===== config.mk =====
export PLATFORM = sky130hd
export DESIGN_NAME = snake_top
export DESIGN_NICKNAME = d
export VERILOG_FILES = /design/src/rtl/snake_pkg.sv /design/src/rtl/game_tick.sv /design/src/rtl/direction_ctrl.sv /design/src/rtl/vga_timing.sv /design/src/rtl/snake_game.sv /design/src/rtl/snake_top.sv
export VERILOG_INCLUDE_DIRS = /design/src /design/src/rtl
export SDC_FILE = /design/constraint.sdc
export NUM_CORES = 1
export LEC_CHECK = 0
export BUFFER_PORTS_ARGS = -buffer_cell sky130_fd_sc_hd__buf_4
export CAP_MARGIN = 20
export CORE_MARGIN = 4
export CORE_UTILIZATION = 30
export DETAILED_ROUTE_END_ITERATION = 10
export PLACE_DENSITY = 0.41
export SETUP_SLACK_MARGIN = 0.3
export SLEW_MARGIN = 20
export SYNTH_ARGS = -nofsm -noshare
export SYNTH_HDL_FRONTEND = slang
export SYNTH_HIERARCHICAL = 1
export SYNTH_SLANG_ARGS = --single-unit

===== constraint.sdc =====
create_clock -name mclk -period 45.6 [get_ports mclk]
set_input_delay 9.12 -clock mclk [delete_from_list [all_inputs] [get_ports mclk]]
set_output_delay 9.12 -clock mclk [all_outputs]
set_load 0.03 [all_outputs]

===== src/rtl/snake_consts.svh =====
`ifndef SNAKE_CONSTS_SVH
`define SNAKE_CONSTS_SVH

// Playing field in cells
`define SNAKE_FIELD_W 32
`define SNAKE_FIELD_H 32
`define SNAKE_CELL_PX 8
`define SNAKE_FIELD_X0 80
`define SNAKE_FIELD_Y0 80
`define SNAKE_MAX_LEN 16

// 640x480 screen, counted in pixel clocks
`define SNAKE_H_VISIBLE 640
`define SNAKE_H_TOTAL 800
`define SNAKE_HSYNC_START 656
`define SNAKE_HSYNC_LEN 96
`define SNAKE_V_VISIBLE 480
`define SNAKE_V_TOTAL 525
`define SNAKE_VSYNC_START 490
`define SNAKE_VSYNC_LEN 2

// RGB332 colours
`define SNAKE_COLOR_BODY 8'b111_111_11
`define SNAKE_COLOR_COIN 8'b111_111_00
`define SNAKE_COLOR_BG 8'b100_100_10

// Start cell of the head, first coin
`define SNAKE_START_X 16
`define SNAKE_START_Y 16
`define SNAKE_COIN0_X 20
`define SNAKE_COIN0_Y 16
`define SNAKE_TICK_DIV 25_000_000

`endif


===== src/rtl/snake_pkg.sv =====
`include "snake_consts.svh"

package snake_pkg;

	// Bits per cell coordinate
	localparam int CELL_W = $clog2(`SNAKE_FIELD_W);

	// Opposite directions differ only in bit 1
	typedef enum logic [1:0]
	{
		DIR_RIGHT = 2'd0,
		DIR_UP    = 2'd1,
		DIR_LEFT  = 2'd2,
		DIR_DOWN  = 2'd3
	} dir_t;

	// Column and row of one field cell
	typedef struct packed
	{
		logic [CELL_W-1:0] x;
		logic [CELL_W-1:0] y;
	} cell_t;

endpackage


===== src/rtl/game_tick.sv =====
`timescale 1ns/10ps
`include "snake_consts.svh"

module game_tick
#(
	parameter int TICK_DIV = `SNAKE_TICK_DIV
)
(
	input  logic mclk,
	input  logic reset,
	output logic tick
);

	// One spare bit so a ratio of 1 still fits
	localparam int CNT_W = $clog2(TICK_DIV + 1);

	logic [CNT_W-1:0] cnt;

	// Down counter, reload on reaching zero
	// Registered strobe lands TICK_DIV edges after reset
	always_ff @(posedge mclk)
	begin
		if (reset)
		begin
			cnt  <= CNT_W'(TICK_DIV - 1);
			tick <= 1'b0;
		end
		else
		begin
			tick <= (cnt == '0);
			if (cnt == '0)
				cnt <= CNT_W'(TICK_DIV - 1);
			else
				cnt <= cnt - 1'b1;
		end
	end

endmodule


===== src/rtl/direction_ctrl.sv =====
`timescale 1ns/10ps

module direction_ctrl
(
	input  logic             mclk,
	input  logic             reset,
	input  logic [3:0]       btn,
	output snake_pkg::dir_t  dir
);

	import snake_pkg::*;

	dir_t req;
	logic req_valid;

	// Priority decode, highest button index wins
	always_comb
	begin
		req_valid = |btn;
		if (btn[3])
			req = DIR_DOWN;
		else if (btn[2])
			req = DIR_UP;
		else if (btn[1])
			req = DIR_LEFT;
		else
			req = DIR_RIGHT;
	end

	// Reversal means bit 1 flipped, bit 0 equal
	always_ff @(posedge mclk)
	begin
		if (reset)
			dir <= DIR_RIGHT;
		else if (req_valid && (req != dir_t'(dir ^ 2'b10)))
			dir <= req;
	end

endmodule


===== src/rtl/vga_timing.sv =====
`timescale 1ns/10ps
`include "snake_consts.svh"

module vga_timing
(
	input  logic       mclk,
	input  logic       reset,
	output logic       px_en,
	output logic [9:0] px_x,
	output logic [9:0] px_y,
	output logic       px_visible,
	output logic       hsync,
	output logic       vsync
);

	localparam logic [9:0] H_LAST = 10'(`SNAKE_H_TOTAL - 1);
	localparam logic [9:0] V_LAST = 10'(`SNAKE_V_TOTAL - 1);
	localparam logic [9:0] HS_BEG = 10'(`SNAKE_HSYNC_START);
	localparam logic [9:0] HS_END = 10'(`SNAKE_HSYNC_START + `SNAKE_HSYNC_LEN);
	localparam logic [9:0] VS_BEG = 10'(`SNAKE_VSYNC_START);
	localparam logic [9:0] VS_END = 10'(`SNAKE_VSYNC_START + `SNAKE_VSYNC_LEN);

	logic [9:0] h_cnt;
	logic [9:0] v_cnt;

	////////////////////////////////////////////////////////////
	// Pixel strobe and raster counters
	////////////////////////////////////////////////////////////

	// Half rate pixel strobe, no second clock domain
	always_ff @(posedge mclk)
	begin
		if (reset)
			px_en <= 1'b0;
		else
			px_en <= ~px_en;
	end

	always_ff @(posedge mclk)
	begin
		if (reset)
		begin
			h_cnt <= '0;
			v_cnt <= '0;
		end
		else if (px_en)
		begin
			if (h_cnt == H_LAST)
			begin
				h_cnt <= '0;
				// End of line steps the row
				if (v_cnt == V_LAST)
					v_cnt <= '0;
				else
					v_cnt <= v_cnt + 1'b1;
			end
			else
				h_cnt <= h_cnt + 1'b1;
		end
	end

	////////////////////////////////////////////////////////////
	// Decode, combinational from the counters
	////////////////////////////////////////////////////////////

	assign px_x = h_cnt;
	assign px_y = v_cnt;
	assign px_visible = (h_cnt < 10'(`SNAKE_H_VISIBLE)) && (v_cnt < 10'(`SNAKE_V_VISIBLE));

	// Active low pulses
	assign hsync = ~((h_cnt >= HS_BEG) && (h_cnt < HS_END));
	assign vsync = ~((v_cnt >= VS_BEG) && (v_cnt < VS_END));

endmodule


===== src/rtl/snake_game.sv =====
`timescale 1ns/10ps
`include "snake_consts.svh"

module snake_game
(
	input  logic            mclk,
	input  logic            reset,
	input  logic            tick,
	input  snake_pkg::dir_t dir,
	input  logic [9:0]      px_x,
	input  logic [9:0]      px_y,
	input  logic            px_visible,
	output logic [7:0]      pixel_color,
	output logic            game_over,
	output logic [7:0]      score
);

	import snake_pkg::*;

	localparam int LEN_W = $clog2(`SNAKE_MAX_LEN + 1);
	localparam int CELL_SHIFT = $clog2(`SNAKE_CELL_PX);
	localparam logic [CELL_W-1:0] X_MAX = CELL_W'(`SNAKE_FIELD_W - 1);
	localparam logic [CELL_W-1:0] Y_MAX = CELL_W'(`SNAKE_FIELD_H - 1);
	localparam logic [9:0] FX0 = 10'(`SNAKE_FIELD_X0);
	localparam logic [9:0] FY0 = 10'(`SNAKE_FIELD_Y0);
	localparam logic [9:0] FX1 = 10'(`SNAKE_FIELD_X0 + `SNAKE_FIELD_W * `SNAKE_CELL_PX);
	localparam logic [9:0] FY1 = 10'(`SNAKE_FIELD_Y0 + `SNAKE_FIELD_H * `SNAKE_CELL_PX);
	localparam logic [9:0] LFSR_SEED = 10'h1a5;

	// body[0] is the head
	cell_t body [`SNAKE_MAX_LEN];
	logic [LEN_W-1:0] len;
	cell_t coin;
	logic [9:0] lfsr;

	cell_t next_head;
	logic hit_wall;
	logic hit_body;
	logic move;
	logic eat;

	////////////////////////////////////////////////////////////
	// Next head and collision
	////////////////////////////////////////////////////////////

	always_comb
	begin
		next_head = body[0];
		hit_wall  = 1'b0;
		// Up is towards row 0
		case (dir)
			DIR_RIGHT:
			begin
				hit_wall = (body[0].x == X_MAX);
				next_head.x = body[0].x + 1'b1;
			end
			DIR_UP:
			begin
				hit_wall = (body[0].y == '0);
				next_head.y = body[0].y - 1'b1;
			end
			DIR_LEFT:
			begin
				hit_wall = (body[0].x == '0);
				next_head.x = body[0].x - 1'b1;
			end
			default:
			begin
				hit_wall = (body[0].y == Y_MAX);
				next_head.y = body[0].y + 1'b1;
			end
		endcase
	end

	// Any used segment blocks the head
	always_comb
	begin
		hit_body = 1'b0;
		for (int i = 0; i < `SNAKE_MAX_LEN; i++)
			if ((LEN_W'(i) < len) && (body[i] == next_head))
				hit_body = 1'b1;
	end

	assign move = tick && !game_over && !hit_wall && !hit_body;
	assign eat  = move && (next_head == coin);

	////////////////////////////////////////////////////////////
	// Game state
	////////////////////////////////////////////////////////////

	always_ff @(posedge mclk)
	begin
		if (reset)
		begin
			body[0]   <= '{x: CELL_W'(`SNAKE_START_X), y: CELL_W'(`SNAKE_START_Y)};
			len       <= LEN_W'(1);
			coin      <= '{x: CELL_W'(`SNAKE_COIN0_X), y: CELL_W'(`SNAKE_COIN0_Y)};
			score     <= '0;
			game_over <= 1'b0;
		end
		else
		begin
			if (tick && !game_over && (hit_wall || hit_body))
				game_over <= 1'b1;
			// Head steps ahead and the tail shifts behind it
			if (move)
			begin
				body[0] <= next_head;
				for (int i = 1; i < `SNAKE_MAX_LEN; i++)
					body[i] <= body[i-1];
			end
			if (eat)
			begin
				score <= score + 1'b1;
				if (len < LEN_W'(`SNAKE_MAX_LEN))
					len <= len + 1'b1;
				// New coin from the LFSR value before this step
				coin <= '{x: lfsr[4:0], y: lfsr[9:5]};
			end
		end
	end

	// Galois LFSR for x^10 + x^7 + 1 stepping on every tick
	always_ff @(posedge mclk)
	begin
		if (reset)
			lfsr <= LFSR_SEED;
		else if (tick)
			lfsr <= {1'b0, lfsr[9:1]} ^ (lfsr[0] ? 10'h240 : 10'h000);
	end

	////////////////////////////////////////////////////////////
	// Pixel colour lookup
	////////////////////////////////////////////////////////////

	logic [9:0] rel_x;
	logic [9:0] rel_y;
	logic in_field;
	cell_t px_cell;
	logic px_body;

	assign rel_x = px_x - FX0;
	assign rel_y = px_y - FY0;
	assign in_field = (px_x >= FX0) && (px_x < FX1) && (px_y >= FY0) && (px_y < FY1);
	assign px_cell = '{x: rel_x[CELL_SHIFT +: CELL_W], y: rel_y[CELL_SHIFT +: CELL_W]};

	always_comb
	begin
		px_body = 1'b0;
		for (int i = 0; i < `SNAKE_MAX_LEN; i++)
			if ((LEN_W'(i) < len) && (body[i] == px_cell))
				px_body = 1'b1;
	end

	// Body drawn over coin and black outside the field
	always_ff @(posedge mclk)
	begin
		if (!px_visible || !in_field)
			pixel_color <= 8'h00;
		else if (px_body)
			pixel_color <= `SNAKE_COLOR_BODY;
		else if (px_cell == coin)
			pixel_color <= `SNAKE_COLOR_COIN;
		else
			pixel_color <= `SNAKE_COLOR_BG;
	end

endmodule


===== src/rtl/snake_top.sv =====
`timescale 1ns/10ps
`include "snake_consts.svh"

module snake_top
#(
	parameter int TICK_DIV = `SNAKE_TICK_DIV
)
(
	input  logic       mclk,
	input  logic       reset,
	input  logic [3:0] btn,
	output logic       hsync,
	output logic       vsync,
	output logic [2:0] red,
	output logic [2:0] green,
	output logic [1:0] blue,
	output logic       game_over,
	output logic [7:0] score
);

	import snake_pkg::*;

	logic tick;
	dir_t dir;
	logic [9:0] px_x;
	logic [9:0] px_y;
	logic px_visible;
	logic hsync_raw;
	logic vsync_raw;
	logic [7:0] pixel_color;
	logic [1:0] hsync_dly;
	logic [1:0] vsync_dly;
	logic [7:0] color_q;

	game_tick #(.TICK_DIV(TICK_DIV)) u_tick
	(
		.mclk  (mclk),
		.reset (reset),
		.tick  (tick)
	);

	direction_ctrl u_dir
	(
		.mclk  (mclk),
		.reset (reset),
		.btn   (btn),
		.dir   (dir)
	);

	// Pixel strobe stays inside the timing block
	vga_timing u_vga
	(
		.mclk       (mclk),
		.reset      (reset),
		.px_en      (),
		.px_x       (px_x),
		.px_y       (px_y),
		.px_visible (px_visible),
		.hsync      (hsync_raw),
		.vsync      (vsync_raw)
	);

	snake_game u_game
	(
		.mclk        (mclk),
		.reset       (reset),
		.tick        (tick),
		.dir         (dir),
		.px_x        (px_x),
		.px_y        (px_y),
		.px_visible  (px_visible),
		.pixel_color (pixel_color),
		.game_over   (game_over),
		.score       (score)
	);

	////////////////////////////////////////////////////////////
	// Output alignment
	////////////////////////////////////////////////////////////

	// Colour is one stage late in the game, one more here
	// Syncs get two stages to match
	always_ff @(posedge mclk)
	begin
		if (reset)
		begin
			hsync_dly <= 2'b11;
			vsync_dly <= 2'b11;
			color_q   <= 8'h00;
		end
		else
		begin
			hsync_dly <= {hsync_dly[0], hsync_raw};
			vsync_dly <= {vsync_dly[0], vsync_raw};
			color_q   <= pixel_color;
		end
	end

	assign hsync = hsync_dly[1];
	assign vsync = vsync_dly[1];

	// RGB332 split
	assign red   = color_q[7:5];
	assign green = color_q[4:2];
	assign blue  = color_q[1:0];

endmodule


==> metrics.md, run 1 <==
| Metric | Value |
|---|---|
| Status | `complete, no violations` |
| Max-cap violations | `0` |
| Reg2reg start | `u_dir/dir[0]$_SDFFE_PP0P_` |
| Largest net degree at the start of global routing | `between 80 and 90` |
| Largest family of logic cells by synthesized area | `XOR/XNOR gates` |
| Num CTS Buffers | `35` |
| Setup CP Type | `in2reg` |
| Max Fclk | `86.2 MHz` |
| R2r setup slk | `~38000 ps` |
| Worst Path Required | `45760 ps` |
| Final setup vio count | `0` |
| Root Driver | `clkbuf_16` |
| # DRC | `0` |
| Min Tclk post-route | `between 10000 and 15000 ps` |
| Launch point of the worst path | `reset` |
| Syn Nets | `1629` |
| Hold_buf cts | `0` |
| Die Span X | `241 um` |
| DP Wirelength | `roughly 40000 um` |
| Starting density of the core | `0.303` |
| Cell count along the critical path | `6` |
| Gr ovfl total | `0` |
| Leakage Power | `just under 6 nW` |
| Filler Cells Inserted | `about 5500` |
| Max H-tree Level | `2` |
| Max incr delay on CP | `760 ps` |
| Synth Area in Compound Gates | `0.113` |
| Commonest non-fill, non-tap cells in the layout | `207 x xnor2_1, 160 x edfxtp_1, 143 x xor2_1` |
| Post-synth top flop | `edfxtp_1` |
| Area grow syn2layout | `12.0%` |
| First-pass iteration count of the detailed router | `7` |
| Synthesized flop and latch total | `259` |
| Synthesis Warnings | `6` |
| Post-synthesis mux area share | `0.0277` |
| Mean post-synth cell area | `between 10 and 15 um2` |
| Overall Global Routing Usage | `0.202` |
| Slew margin rel. | `0.260` |
| Final Skew | `between 15 and 20 ps` |
| WL/cell | `between 20 and 30 um` |
| Worst-margin pin slew | `~1100 ps` |
| Post-synthesis simple-gate area fraction | `0.180` |
| Initial antenna violation count | `0` |
| Cell Rows | `85` |
| EDFF count, synth | `160` |
| Yosys cell types | `101` |
| Mapped Cells | `1603` |
| Io pins | `25` |
| Synth Area in XOR/XNOR | `0.204` |
| Reg2Reg Depth | `15` |
| Setup_tns | `0 ps` |
| Worst path buffer plus inverter count | `4` |
| Async set or reset register ratio after synthesis | `0` |
| Core Area | `between 50000 and 60000 um2` |
| Fin. Hold Viols | `0` |
| DR iter-0 viols | `1300` |
| Die Span Y | `approximately 240 um` |
| Reg-to-Reg End | `u_game/body[1][66]$_DFFE_PP_` |
| Most common library cell in the layout ignoring fill and taps | `xnor2_1` |
| Final Max Slew Viols | `0` |
| CP startpoint kind | `input pin` |
| Max rail drop VDD | `about 21 uV` |
| Crit-path cells | `buf_4 > clkinv_1 > nand2_1 > nor3_2 > buf_4 > buf_6` |
| Max FO, Critical Path | `83` |
| Skew-Pair Late Insertion Delay | `550 ps` |
| Number of vias per cell | `roughly 5.5` |
| Post-CTS Resized | `0` |
| Hold depth | `1` |
| Total Nets Final | `around 1600` |
| Post-route antenna net violation count | `0` |
| HP Class | `reg2reg` |
| Critical Path End | `u_game/body[1][66]$_DFFE_PP_` |
| Syn Std Cell Area | `16300 um2` |
| Die ar. | `between 50000 and 60000 um2` |
| CP dominant cell by count | `buf_4` |
| Final WL | `around 59000 um` |
| Max stage delay cell, worst path | `buf_6` |
| GPL Wtd Cong | `approximately 0.89` |
| Fin util | `0.339` |
| Post-CTS setup buffer count | `0` |
| Post-Synth Adder-Cell Area | `0.0158` |
| Worst Path Arrival | `11760 ps` |
| Share of layout cells above drive strength 1 | `0.105` |
| Clock transition at the registers of the reported paths | `around 60 ps` |
| Via count | `about 13000` |
| Unrepaired setup endpoints after global routing | `no` |
| First-pass GRT wire length | `86800 um` |
| Pwr dens | `around 32 nW/um2` |
| CP delay by family, top | `buffers and inverters` |
| CTS tree | `done` |
| Final period util | `0.254` |
| Port Buffers | `24` |
| CTS Buffer Depth | `3` |
| CP Capture Type | `register` |
| Clock Sinks | `259` |
| Sequential area share after synthesis | `0.417` |
| Vias in the first global route | `approximately 12000` |
| Total chip power | `a little under 0.6 mW` |
worst register-to-register path: stages, from the launching register on:
cell and delay, ps:
dfxtp_1 500, inv_1 120, ha_2 190, buf_4 300, nor2_4 650, buf_4 440
or4b_4 230, and3_1 550, buf_4 410, xnor2_1 160, or4_1 200, nand3_1 600
or3_1 760, nor3_2 230, buf_4 720, buf_6 770
cell usage after synthesis (21+ instances only):
library cell / n / share of area
mux2i_1: 27 / 0.017
nor4_1: 40 / 0.015
xnor2_1: 207 / 0.11
xor2_1: 147 / 0.079
a21oi_1: 36 / 0.011
buf_2: 24 / 0.0074
o21ai_0: 37 / 0.011
nand3_1: 51 / 0.016
nor2_1: 91 / 0.021
inv_1: 43 / 0.0099
edfxtp_1: 160 / 0.30
dfxtp_1: 99 / 0.12
or3_1: 21 / 0.0081
clkbuf_1: 53 / 0.012
nand4_1: 48 / 0.018
nor3_1: 59 / 0.018
nand2_1: 83 / 0.019
nor2b_1: 25 / 0.0096
metrics by stage:
step	setup WS, ps	area [um2]	hold slack, ps	cells
floorplan	25030	16300	380	1603
global placement	33120	17200	392	2261
detailed placement	33110	17200	396	2263
CTS	33700	18200	410	2323
global route	33770	18200	427	2323
finish	34000	18200	405	2324
per-layer routing:
| layer | GRT usage | vias to the layer above | wire length, um |
|---|---|---|---|
| li1 | - | 5904 | - |
| met2 | 0.314 | 446 | 26400 |
| met4 | 0.0718 | 0 | 1980 |
| met5 | 0 | - | 0 |
| met1 | 0.288 | 6389 | 27300 |
| met3 | 0.0264 | 97 | 3400 |
power by group:
| part | internal [mW] | switching, mW |
|---|---|---|
| clock network | 0.148 | 0.108 |
| registers | 0.247 | 0.00156 |
| logic | 0.0258 | 0.0570 |
| total | 0.421 | 0.167 |
logic make-up after synthesis:
family	count (synthesis)
AOI/OAI and AO/OA	248
xor gates and xnor gates	364
adders and majority gates	20
buffers and inverters	147
DFF	259
muxes	39
and+or+nand+nor	526
flip-flops by register name (all words and copies together), names as in the netlist, 2 cells and up:
signal,count
color_q,8
hsync_dly,2
u_dir/dir,2
u_game/body,160
u_game/coin,10
u_game/len,5
u_game/lfsr,10
u_game/pixel_color,4
u_game/score,8
u_tick/cnt,25
u_vga/px_x,10
u_vga/px_y,10
vsync_dly,2
worst min-delay path by stage:
stage	startpoint	end	slack, ps
2_1_floorplan	u_tick/cnt[0]$_SDFF_PP1_	u_tick/cnt[0]$_SDFF_PP1_	380
3_3_place_gp	u_tick/cnt[0]$_SDFF_PP1_	u_tick/cnt[0]$_SDFF_PP1_	390
3_5_place_dp	u_tick/cnt[0]$_SDFF_PP1_	u_tick/cnt[0]$_SDFF_PP1_	400
4_1_cts	u_tick/cnt[0]$_SDFF_PP1_	u_tick/cnt[0]$_SDFF_PP1_	410
5_1_grt	hsync_dly[0]$_SDFF_PP1_	hsync_dly[1]$_SDFF_PP1_	430
6_report	hsync_dly[0]$_SDFF_PP1_	hsync_dly[1]$_SDFF_PP1_	410
layout make-up:
| cell class | instances | area [um2] | area share |
|---|---|---|---|
| Multi-Input combinational cell | 1197 | 8850 | 0.486 |
| Sequential cell | 259 | 6790 | 0.372 |
| Clock buffer | 46 | 958 | 0.0526 |
| Tap cell | 696 | 871 | 0.0478 |
| Timing Repair Buffer | 67 | 504 | 0.0277 |
| Inverter | 44 | 165 | 0.00906 |
| Clock inverter | 14 | 87.6 | 0.00481 |
| Antenna cell | 1 | 2.50 | 0.000137 |
Note: power is estimated with default switching activity, not from simulation.
==> run 2: changes to the inputs <==
- clock period: 45.6 -> 10.7 ns (I/O delays scaled with it)
==> metrics.md, run 2 (same netlist as run 1, synthesis figures left out) <==
| Metric | Value |
|---|---|
| Switching portion of total power | `0.279 (-0.00432)` |
| Io pins | `25 (unchanged)` |
| Min Tclk post-route | `6310 ps` |
| DP Wirelength | `42400 um (+7.3%)` |
| Leakage Power | `5.90 nW (-0.74%)` |
| Post-CTS Resized | `0 (unchanged)` |
| Worst-margin pin slew | `1170 ps (+83.9 ps)` |
| Core Area | `53800 um2 (unchanged)` |
| Clock transition at the registers of the reported paths | `60 ps (about the same)` |
| CTS Buffer Depth | `3 (unchanged)` |
| Port Buffers | `24 (unchanged)` |
| Unrepaired setup endpoints after global routing | `no` |
| Max Fclk | `between 150 and 200 MHz` |
| Die Span Y | `241 um (unchanged)` |
| DR iter-0 viols | `1217 (-6.4%)` |
| Status | `complete, no violations` |
| Initial antenna violation count | `0 (unchanged)` |
| Worst Path Arrival | `6520 ps (-5240 ps)` |
| Area grow syn2layout | `11.5%` |
| Final Max Slew Viols | `0 (unchanged)` |
| Die ar. | `58100 um2 (unchanged)` |
| First-pass iteration count of the detailed router | `7 (unchanged)` |
| Post-CTS setup buffer count | `0 (unchanged)` |
| R2r setup slk | `4390 ps (-33970 ps)` |
| HP Class | `reg2reg` |
| Number of vias per cell | `5.48 (-0.81%)` |
| Pwr dens | `134 nW/um2 (+310%)` |
| Via count | `12688 (-1.2%)` |
| Int Pwr | `1.75 mW (+320%)` |
| Clk network pwr share | `0.424 (-0.012)` |
| Worst Path Required | `10910 ps (-34850 ps)` |
| WL/cell | `25.9 um (+2.0%)` |
| Total Nets Final | `1623 (-0.43%)` |
| CP startpoint kind | `register` |
| Commonest non-fill, non-tap cells in the layout | `207 x xnor2_1, 160 x edfxtp_1, 143 x xor2_1` |
| Fin. Hold Viols | `0 (unchanged)` |
| CTS tree | `done` |
| Largest net degree at the start of global routing | `76 (-9.5%)` |
| Clock Sinks | `259 (unchanged)` |
| Num CTS Buffers | `31 (-11%)` |
| Max rail drop VDD | `104 uV (+390%)` |
| Gr ovfl total | `0 (unchanged)` |
| Fin util | `0.337 (-0.00130)` |
| Top flop regs | `u_game/body x160, u_tick/cnt x25` |
| Register area | `6790 um2 (unchanged)` |
| Vias in the first global route | `12076 (-3.2%)` |
| Slew margin rel. | `0.217 (-0.0428)` |
| Max FO, Critical Path | `75 (-9.6%)` |
| P_sw | `0.678 mW (+310%)` |
| Cell Rows | `85 (unchanged)` |
| Final WL | `60000 um (+1.6%)` |
| Max H-tree Level | `1 (-1)` |
| Cell count after placement | `2260 (-0.13%)` |
| CP Capture Type | `register` |
| GPL Wtd Cong | `0.984 (+11%)` |
| Max-cap violations | `0 (unchanged)` |
| Filler Cells Inserted | `5451 (-0.47%)` |
| Setup CP Type | `reg2reg` |
| Max FFs per register | `160 (unchanged)` |
| Sequential share of power | `0.436 (+0.013)` |
| First-pass GRT wire length | `86200 um (-0.64%)` |
| Final Skew | `23.0 ps (+3.31 ps)` |
| Setup_tns | `0 ps (unchanged)` |
| Most common library cell in the layout ignoring fill and taps | `xnor2_1` |
| # DRC | `0 (unchanged)` |
| ANT cells | `0 (-1)` |
| Die Span X | `241 um (unchanged)` |
| Finished Layout Cells | `2316 (-0.34%)` |
| Biggest register | `u_game/body` |
| Share of layout cells above drive strength 1 | `0.104 (-0.00140)` |
| Multi-input gate area | `8860 um2 (about the same)` |
| Post-route antenna net violation count | `0 (unchanged)` |
| Skew-Pair Late Insertion Delay | `610 ps (+60 ps)` |
| Starting density of the core | `0.303 (unchanged)` |
| Hold_buf cts | `0 (unchanged)` |
| Overall Global Routing Usage | `0.202 (+0.000446)` |
| Combinational Power Share | `0.139 (-0.002)` |
| Final setup vio count | `0 (unchanged)` |
| Root Driver | `clkbuf_16` |
| Final period util | `0.590` |
## run 2: cell types whose count changed in the layout (fill, tap and decap cells not counted), sizes merged
cell,delta
inv,+1
diode,-1
buf,-3
clkbuf,-2
clkinv,-3
## run 2: final timing paths
check / startpoint / endpoint / cells past startpoint
worst min register to register: hsync_dly[0]$_SDFF_PP1_ / hsync_dly[1]$_SDFF_PP1_ / 1
worst min-delay path: hsync_dly[0]$_SDFF_PP1_ / hsync_dly[1]$_SDFF_PP1_ / 1
worst max-delay path: u_dir/dir[0]$_SDFFE_PP0P_ / u_game/body[1][1]$_DFFE_PP_ / 15
worst max register to register: u_dir/dir[0]$_SDFFE_PP0P_ / u_game/body[1][1]$_DFFE_PP_ / 15
## run 2: final cells by class
type                    instances  share of cell area
multi-input cells            1197               0.488
flip-flops and latches        259               0.374
clock buffers                  44              0.0494
well taps                     696              0.0480
repair buffers                 64              0.0265
inverters                      44             0.00910
clock inverters                12             0.00531
## run 2: critical path, stage by stage (launching register included)
cell      delay [ps]
dfxtp_1          410
inv_1             90
ha_2             180
buf_4            300
ha_1             500
a211oi_2         170
nor2_1           680
buf_4            350
o21ai_0          100
a311oi_1         260
nor4_1           100
a32oi_1          170
nand3_1          660
or3_1            770
nor3_4           240
buf_4            760
## run 2: power groups by stage
stage,sequential [mW],combinational (mW),clock [mW]
final,1.06,0.338,1.03
after detailed placement,1.08,0.329,0
after CTS,1.06,0.331,1.06
after floorplan,1.08,0.230,0
after global placement,1.08,0.330,0
after global routing,1.06,0.354,1.11
## run 2: per-stage QoR
step	hold WS (ps)	cell area, um2	total power, mW	setup WS, ps
2_1_floorplan	380	16300	1.31	1030
3_3_place_gp	388	17200	1.41	4660
3_5_place_dp	390	17200	1.41	4520
4_1_cts	409	18200	2.45	4480
5_1_grt	431	18200	2.52	4090
6_report	405	18200	2.43	4390
## run 2: layer usage
layer,GRT usage,part of all wire,wire length (um),vias to the layer above
li1,-,-,-,5854
met1,0.288,0.46,27500,6311
met2,0.310,0.44,26300,412
met3,0.0357,0.069,4120,111
met4,0.0711,0.035,2110,0
met5,0,0,0,-
==> run 3: changes to the inputs <==
- ABC_AREA: unset -> 1
- clock period: 10.7 -> 6.3 ns (I/O delays scaled with it)
==> metrics.md, run 3 <==
| Metric | Value |
|---|---|
| Post-synthesis simple-gate area fraction | `0.338 (+0.158)` |
| Multi-input gate area | `7710 um2 (-13%)` |
| Largest net degree at the start of global routing | `91 (+20%)` |
| Starting density of the core | `0.303 (+0.000323)` |
| Hold_buf cts | `0 (unchanged)` |
| Max-cap violations | `0 (unchanged)` |
| Met1 wire length | `23500 um (-15%)` |
| Cell Rows | `84 (-1.2%)` |
| Leakage Power | `7.78 nW (+32%)` |
| First-pass GRT wire length | `81700 um (-5.2%)` |
| Mean post-synth cell area | `7.59 um2 (-25%)` |
| Port Buffers | `24 (unchanged)` |
| Top cell type's share of synthesized area | `0.302 (+0.00677)` |
| ANT cells | `0 (unchanged)` |
| Synth top area cells | `edfxtp_1 30%, nand2_1 14%, dfxtp_1 12%, inv_1 6.1%, nor2_1 5.7%` |
| Async set or reset register ratio after synthesis | `0 (unchanged)` |
| Register area | `6790 um2 (about the same)` |
| # DRC | `0 (unchanged)` |
| Mapped Cells | `2098 (+31%)` |
| Num CTS Buffers | `35 (+13%)` |
| Setup_tns | `0 ps (unchanged)` |
| Worst Path Required | `6480 ps (-4430 ps)` |
| Initial antenna violation count | `0 (unchanged)` |
| Slew margin rel. | `0.346 (+0.129)` |
| Share of layout cells above drive strength 1 | `0.0852 (-0.0185)` |
| Final WS setup | `1470 ps (-2920 ps)` |
| WL/cell | `19.3 um (-25%)` |
| Post-CTS setup buffer count | `0 (unchanged)` |
| Largest family of logic cells by synthesized area | `simple AND/OR/NAND/NOR gates` |
| Final Skew | `32.3 ps (+9.30 ps)` |
| Core Area | `52600 um2 (-2.3%)` |
| Synth Area in Compound Gates | `0.0497 (-0.0634)` |
| Status | `complete, no violations` |
| Commonest non-fill, non-tap cells in the layout | `595 x nand2_1, 260 x inv_1, 242 x nor2_1` |
| Post-Synth Adder-Cell Area | `0.0162 (+0.000363)` |
| Yosys cell types | `55 (-46%)` |
| Biggest register | `u_game/body` |
| Synth top cells by count | `595 x nand2_1, 260 x inv_1, 242 x nor2_1` |
| Io pins | `25 (unchanged)` |
| Number of vias per cell | `4.90 (-10%)` |
| Overall Global Routing Usage | `0.189 (-0.0135)` |
| GPL Wtd Cong | `0.900 (-8.6%)` |
| Syn Std Cell Area | `15900 um2 (-2.2%)` |
| Routed wl met2 | `25900 um (-1.7%)` |
| Yosys top cell by area | `edfxtp_1` |
| Die ar. | `56800 um2 (-2.2%)` |
| Min Tclk post-route | `4830 ps (-1480 ps)` |
| Max FFs per register | `160 (unchanged)` |
| CP startpoint kind | `register` |
| Setup CP Type | `reg2reg` |
| Pre-CTS setup slack | `1590 ps (-2930 ps)` |
| Post-CTS Resized | `0 (unchanged)` |
| Syn Nets | `2124 (+30%)` |
| Skew-Pair Late Insertion Delay | `560 ps (-50 ps)` |
| Metal3 WL | `3030 um (-26%)` |
| Max rail drop VDD | `147 uV (+42%)` |
| Die Span X | `238 um (-1.1%)` |
| Root Driver | `clkbuf_16` |
| First-pass iteration count of the detailed router | `7 (unchanged)` |
| Top flop regs | `u_game/body x160, u_tick/cnt x25` |
| Pwr dens | `242 nW/um2 (+81%)` |
| Via count | `13849 (+9.2%)` |
| Synthesis Warnings | `6 (unchanged)` |
| Clock Sinks | `259 (unchanged)` |
| Post-synthesis mux area share | `0 (-0.0277)` |
| Switching portion of total power | `0.264 (-0.0149)` |
| Final period util | `0.767 (+0.177)` |
| Max H-tree Level | `2 (+1)` |
| Synth Area in XOR/XNOR | `0.0803 (-0.124)` |
| Final WL | `54600 um (-9.0%)` |
| Filler Cells Inserted | `5601 (+2.8%)` |
| CTS tree | `done` |
| DP Wirelength | `40200 um (-5.1%)` |
| HP Class | `reg2reg` |
| Sequential share of power | `0.415 (-0.021)` |
| Most common library cell in the layout ignoring fill and taps | `nand2_1` |
| Cell with the most instances after synthesis | `nand2_1` |
| Post-route antenna net violation count | `0 (unchanged)` |
| Top sig layer | `met4` |
| Combinational Power Share | `0.099 (-0.040)` |
| Worst Path Arrival | `5010 ps (-1510 ps)` |
| Max Fclk | `207 MHz (+31%)` |
| Post-synth top flop | `edfxtp_1` |
| Hold_ws | `404 ps (-1.32 ps)` |
| Unrepaired setup endpoints after global routing | `no` |
| Synthesized flop and latch total | `259 (unchanged)` |
| Worst-margin pin slew | `979 ps (-187 ps)` |
| Int Pwr | `3.18 mW (+82%)` |
| Clock transition at the registers of the reported paths | `60 ps (about the same)` |
| Max FO, Critical Path | `90 (+20%)` |
| Clk network pwr share | `0.486 (+0.062)` |
| Vias in the first global route | `13501 (+12%)` |
| CP Capture Type | `register` |
| P_sw | `1.14 mW (+69%)` |
| Fin. Hold Viols | `0 (unchanged)` |
| Area grow syn2layout | `12.5%` |
| Total Nets Final | `2135 (+32%)` |
| CTS Buffer Depth | `3 (unchanged)` |
| Final setup vio count | `0 (unchanged)` |
| Final Max Slew Viols | `0 (unchanged)` |
| Die Span Y | `238 um (-1.1%)` |
| EDFF count, synth | `160 (unchanged)` |
| Gr ovfl total | `0 (unchanged)` |
| Sequential area share after synthesis | `0.426 (+0.00957)` |
| DR iter-0 viols | `1016 (-17%)` |
[run 3: worst max-delay path, stage by stage, from the launching register on]
cell and delay, ps:
dfxtp_1 430, ha_1 330, inv_1 120, nand2_1 70, nand2_1 70, ha_1 190, inv_1 50, nand2_1 60
nand3_1 110, nand3_1 70, nand2_1 80, nand2_1 350, nand2_2 600, nand2_1 100, nand2_1 80, nor2_1 50
nand3_1 130, nand2_1 90, inv_1 60, nand2_1 90, nor2_1 130, nand2_2 130, nor2_8 280, inv_2 110
nor2_8 130, buf_12 390
[run 3: path summary, 6_finish.rpt]
path / startpoint / depth (start not counted) / endpoint / slack [ps]
max: u_dir/dir[0]$_SDFFE_PP0P_ / 25 / u_game/body[1][52]$_DFFE_PP_ / 1470
min: u_game/pixel_color[1]$_SDFF_PP0_ / 2 / color_q[1]$_SDFF_PP0_ / 400
max reg2reg: u_dir/dir[0]$_SDFFE_PP0P_ / 25 / u_game/body[1][52]$_DFFE_PP_ / 1470
min reg2reg: u_game/pixel_color[1]$_SDFF_PP0_ / 2 / color_q[1]$_SDFF_PP0_ / 400
[run 3: stage by stage]
step | cell area [um2] | power (mW) | util | cells
after CTS | 17900 | 4.39 | 0.341 | 2824
after detailed placement | 16700 | 2.26 | 0.317 | 2760
after global routing | 17900 | 4.52 | 0.341 | 2824
final | 17900 | 4.33 | 0.341 | 2824
after global placement | 16700 | 2.26 | 0.317 | 2760
after floorplan | 15900 | 2.14 | - | 2098
[run 3: per-layer routing]
metal,vias to the layer above,global-route usage
met5,-,0
met4,0,0.0781
met3,110,0.0337
met2,402,0.319
met1,6554,0.238
li1,6783,-
[run 3: logic make-up (layout without fill, tap and decap cells)]
logic type	after synthesis	after routing
buffers and inverters	334	372
AO/OA/AOI/OAI	135	135
adder cells (fa/ha/maj)	20	20
AND/OR/NAND/NOR	1204	1204
flip-flops	259	259
XOR/XNOR	146	146
[run 3: power groups by stage]
stage / clock network (mW) / registers [mW] / logic, mW
after floorplan: 0 / 1.83 / 0.307
after global routing: 2.25 / 1.80 / 0.471
final: 2.10 / 1.80 / 0.429
after CTS: 2.17 / 1.80 / 0.424
after detailed placement: 0 / 1.83 / 0.422
after global placement: 0 / 1.83 / 0.422
[run 3: layout make-up]
| type | instances | area share |
|---|---|---|
| clock buffers | 44 | 0.0555 |
| repair buffers | 37 | 0.0169 |
| clock inverters | 20 | 0.0127 |
| well taps | 688 | 0.0481 |
| flip-flops and latches | 259 | 0.379 |
| multi-input cells | 1505 | 0.431 |
| inverters | 271 | 0.0570 |
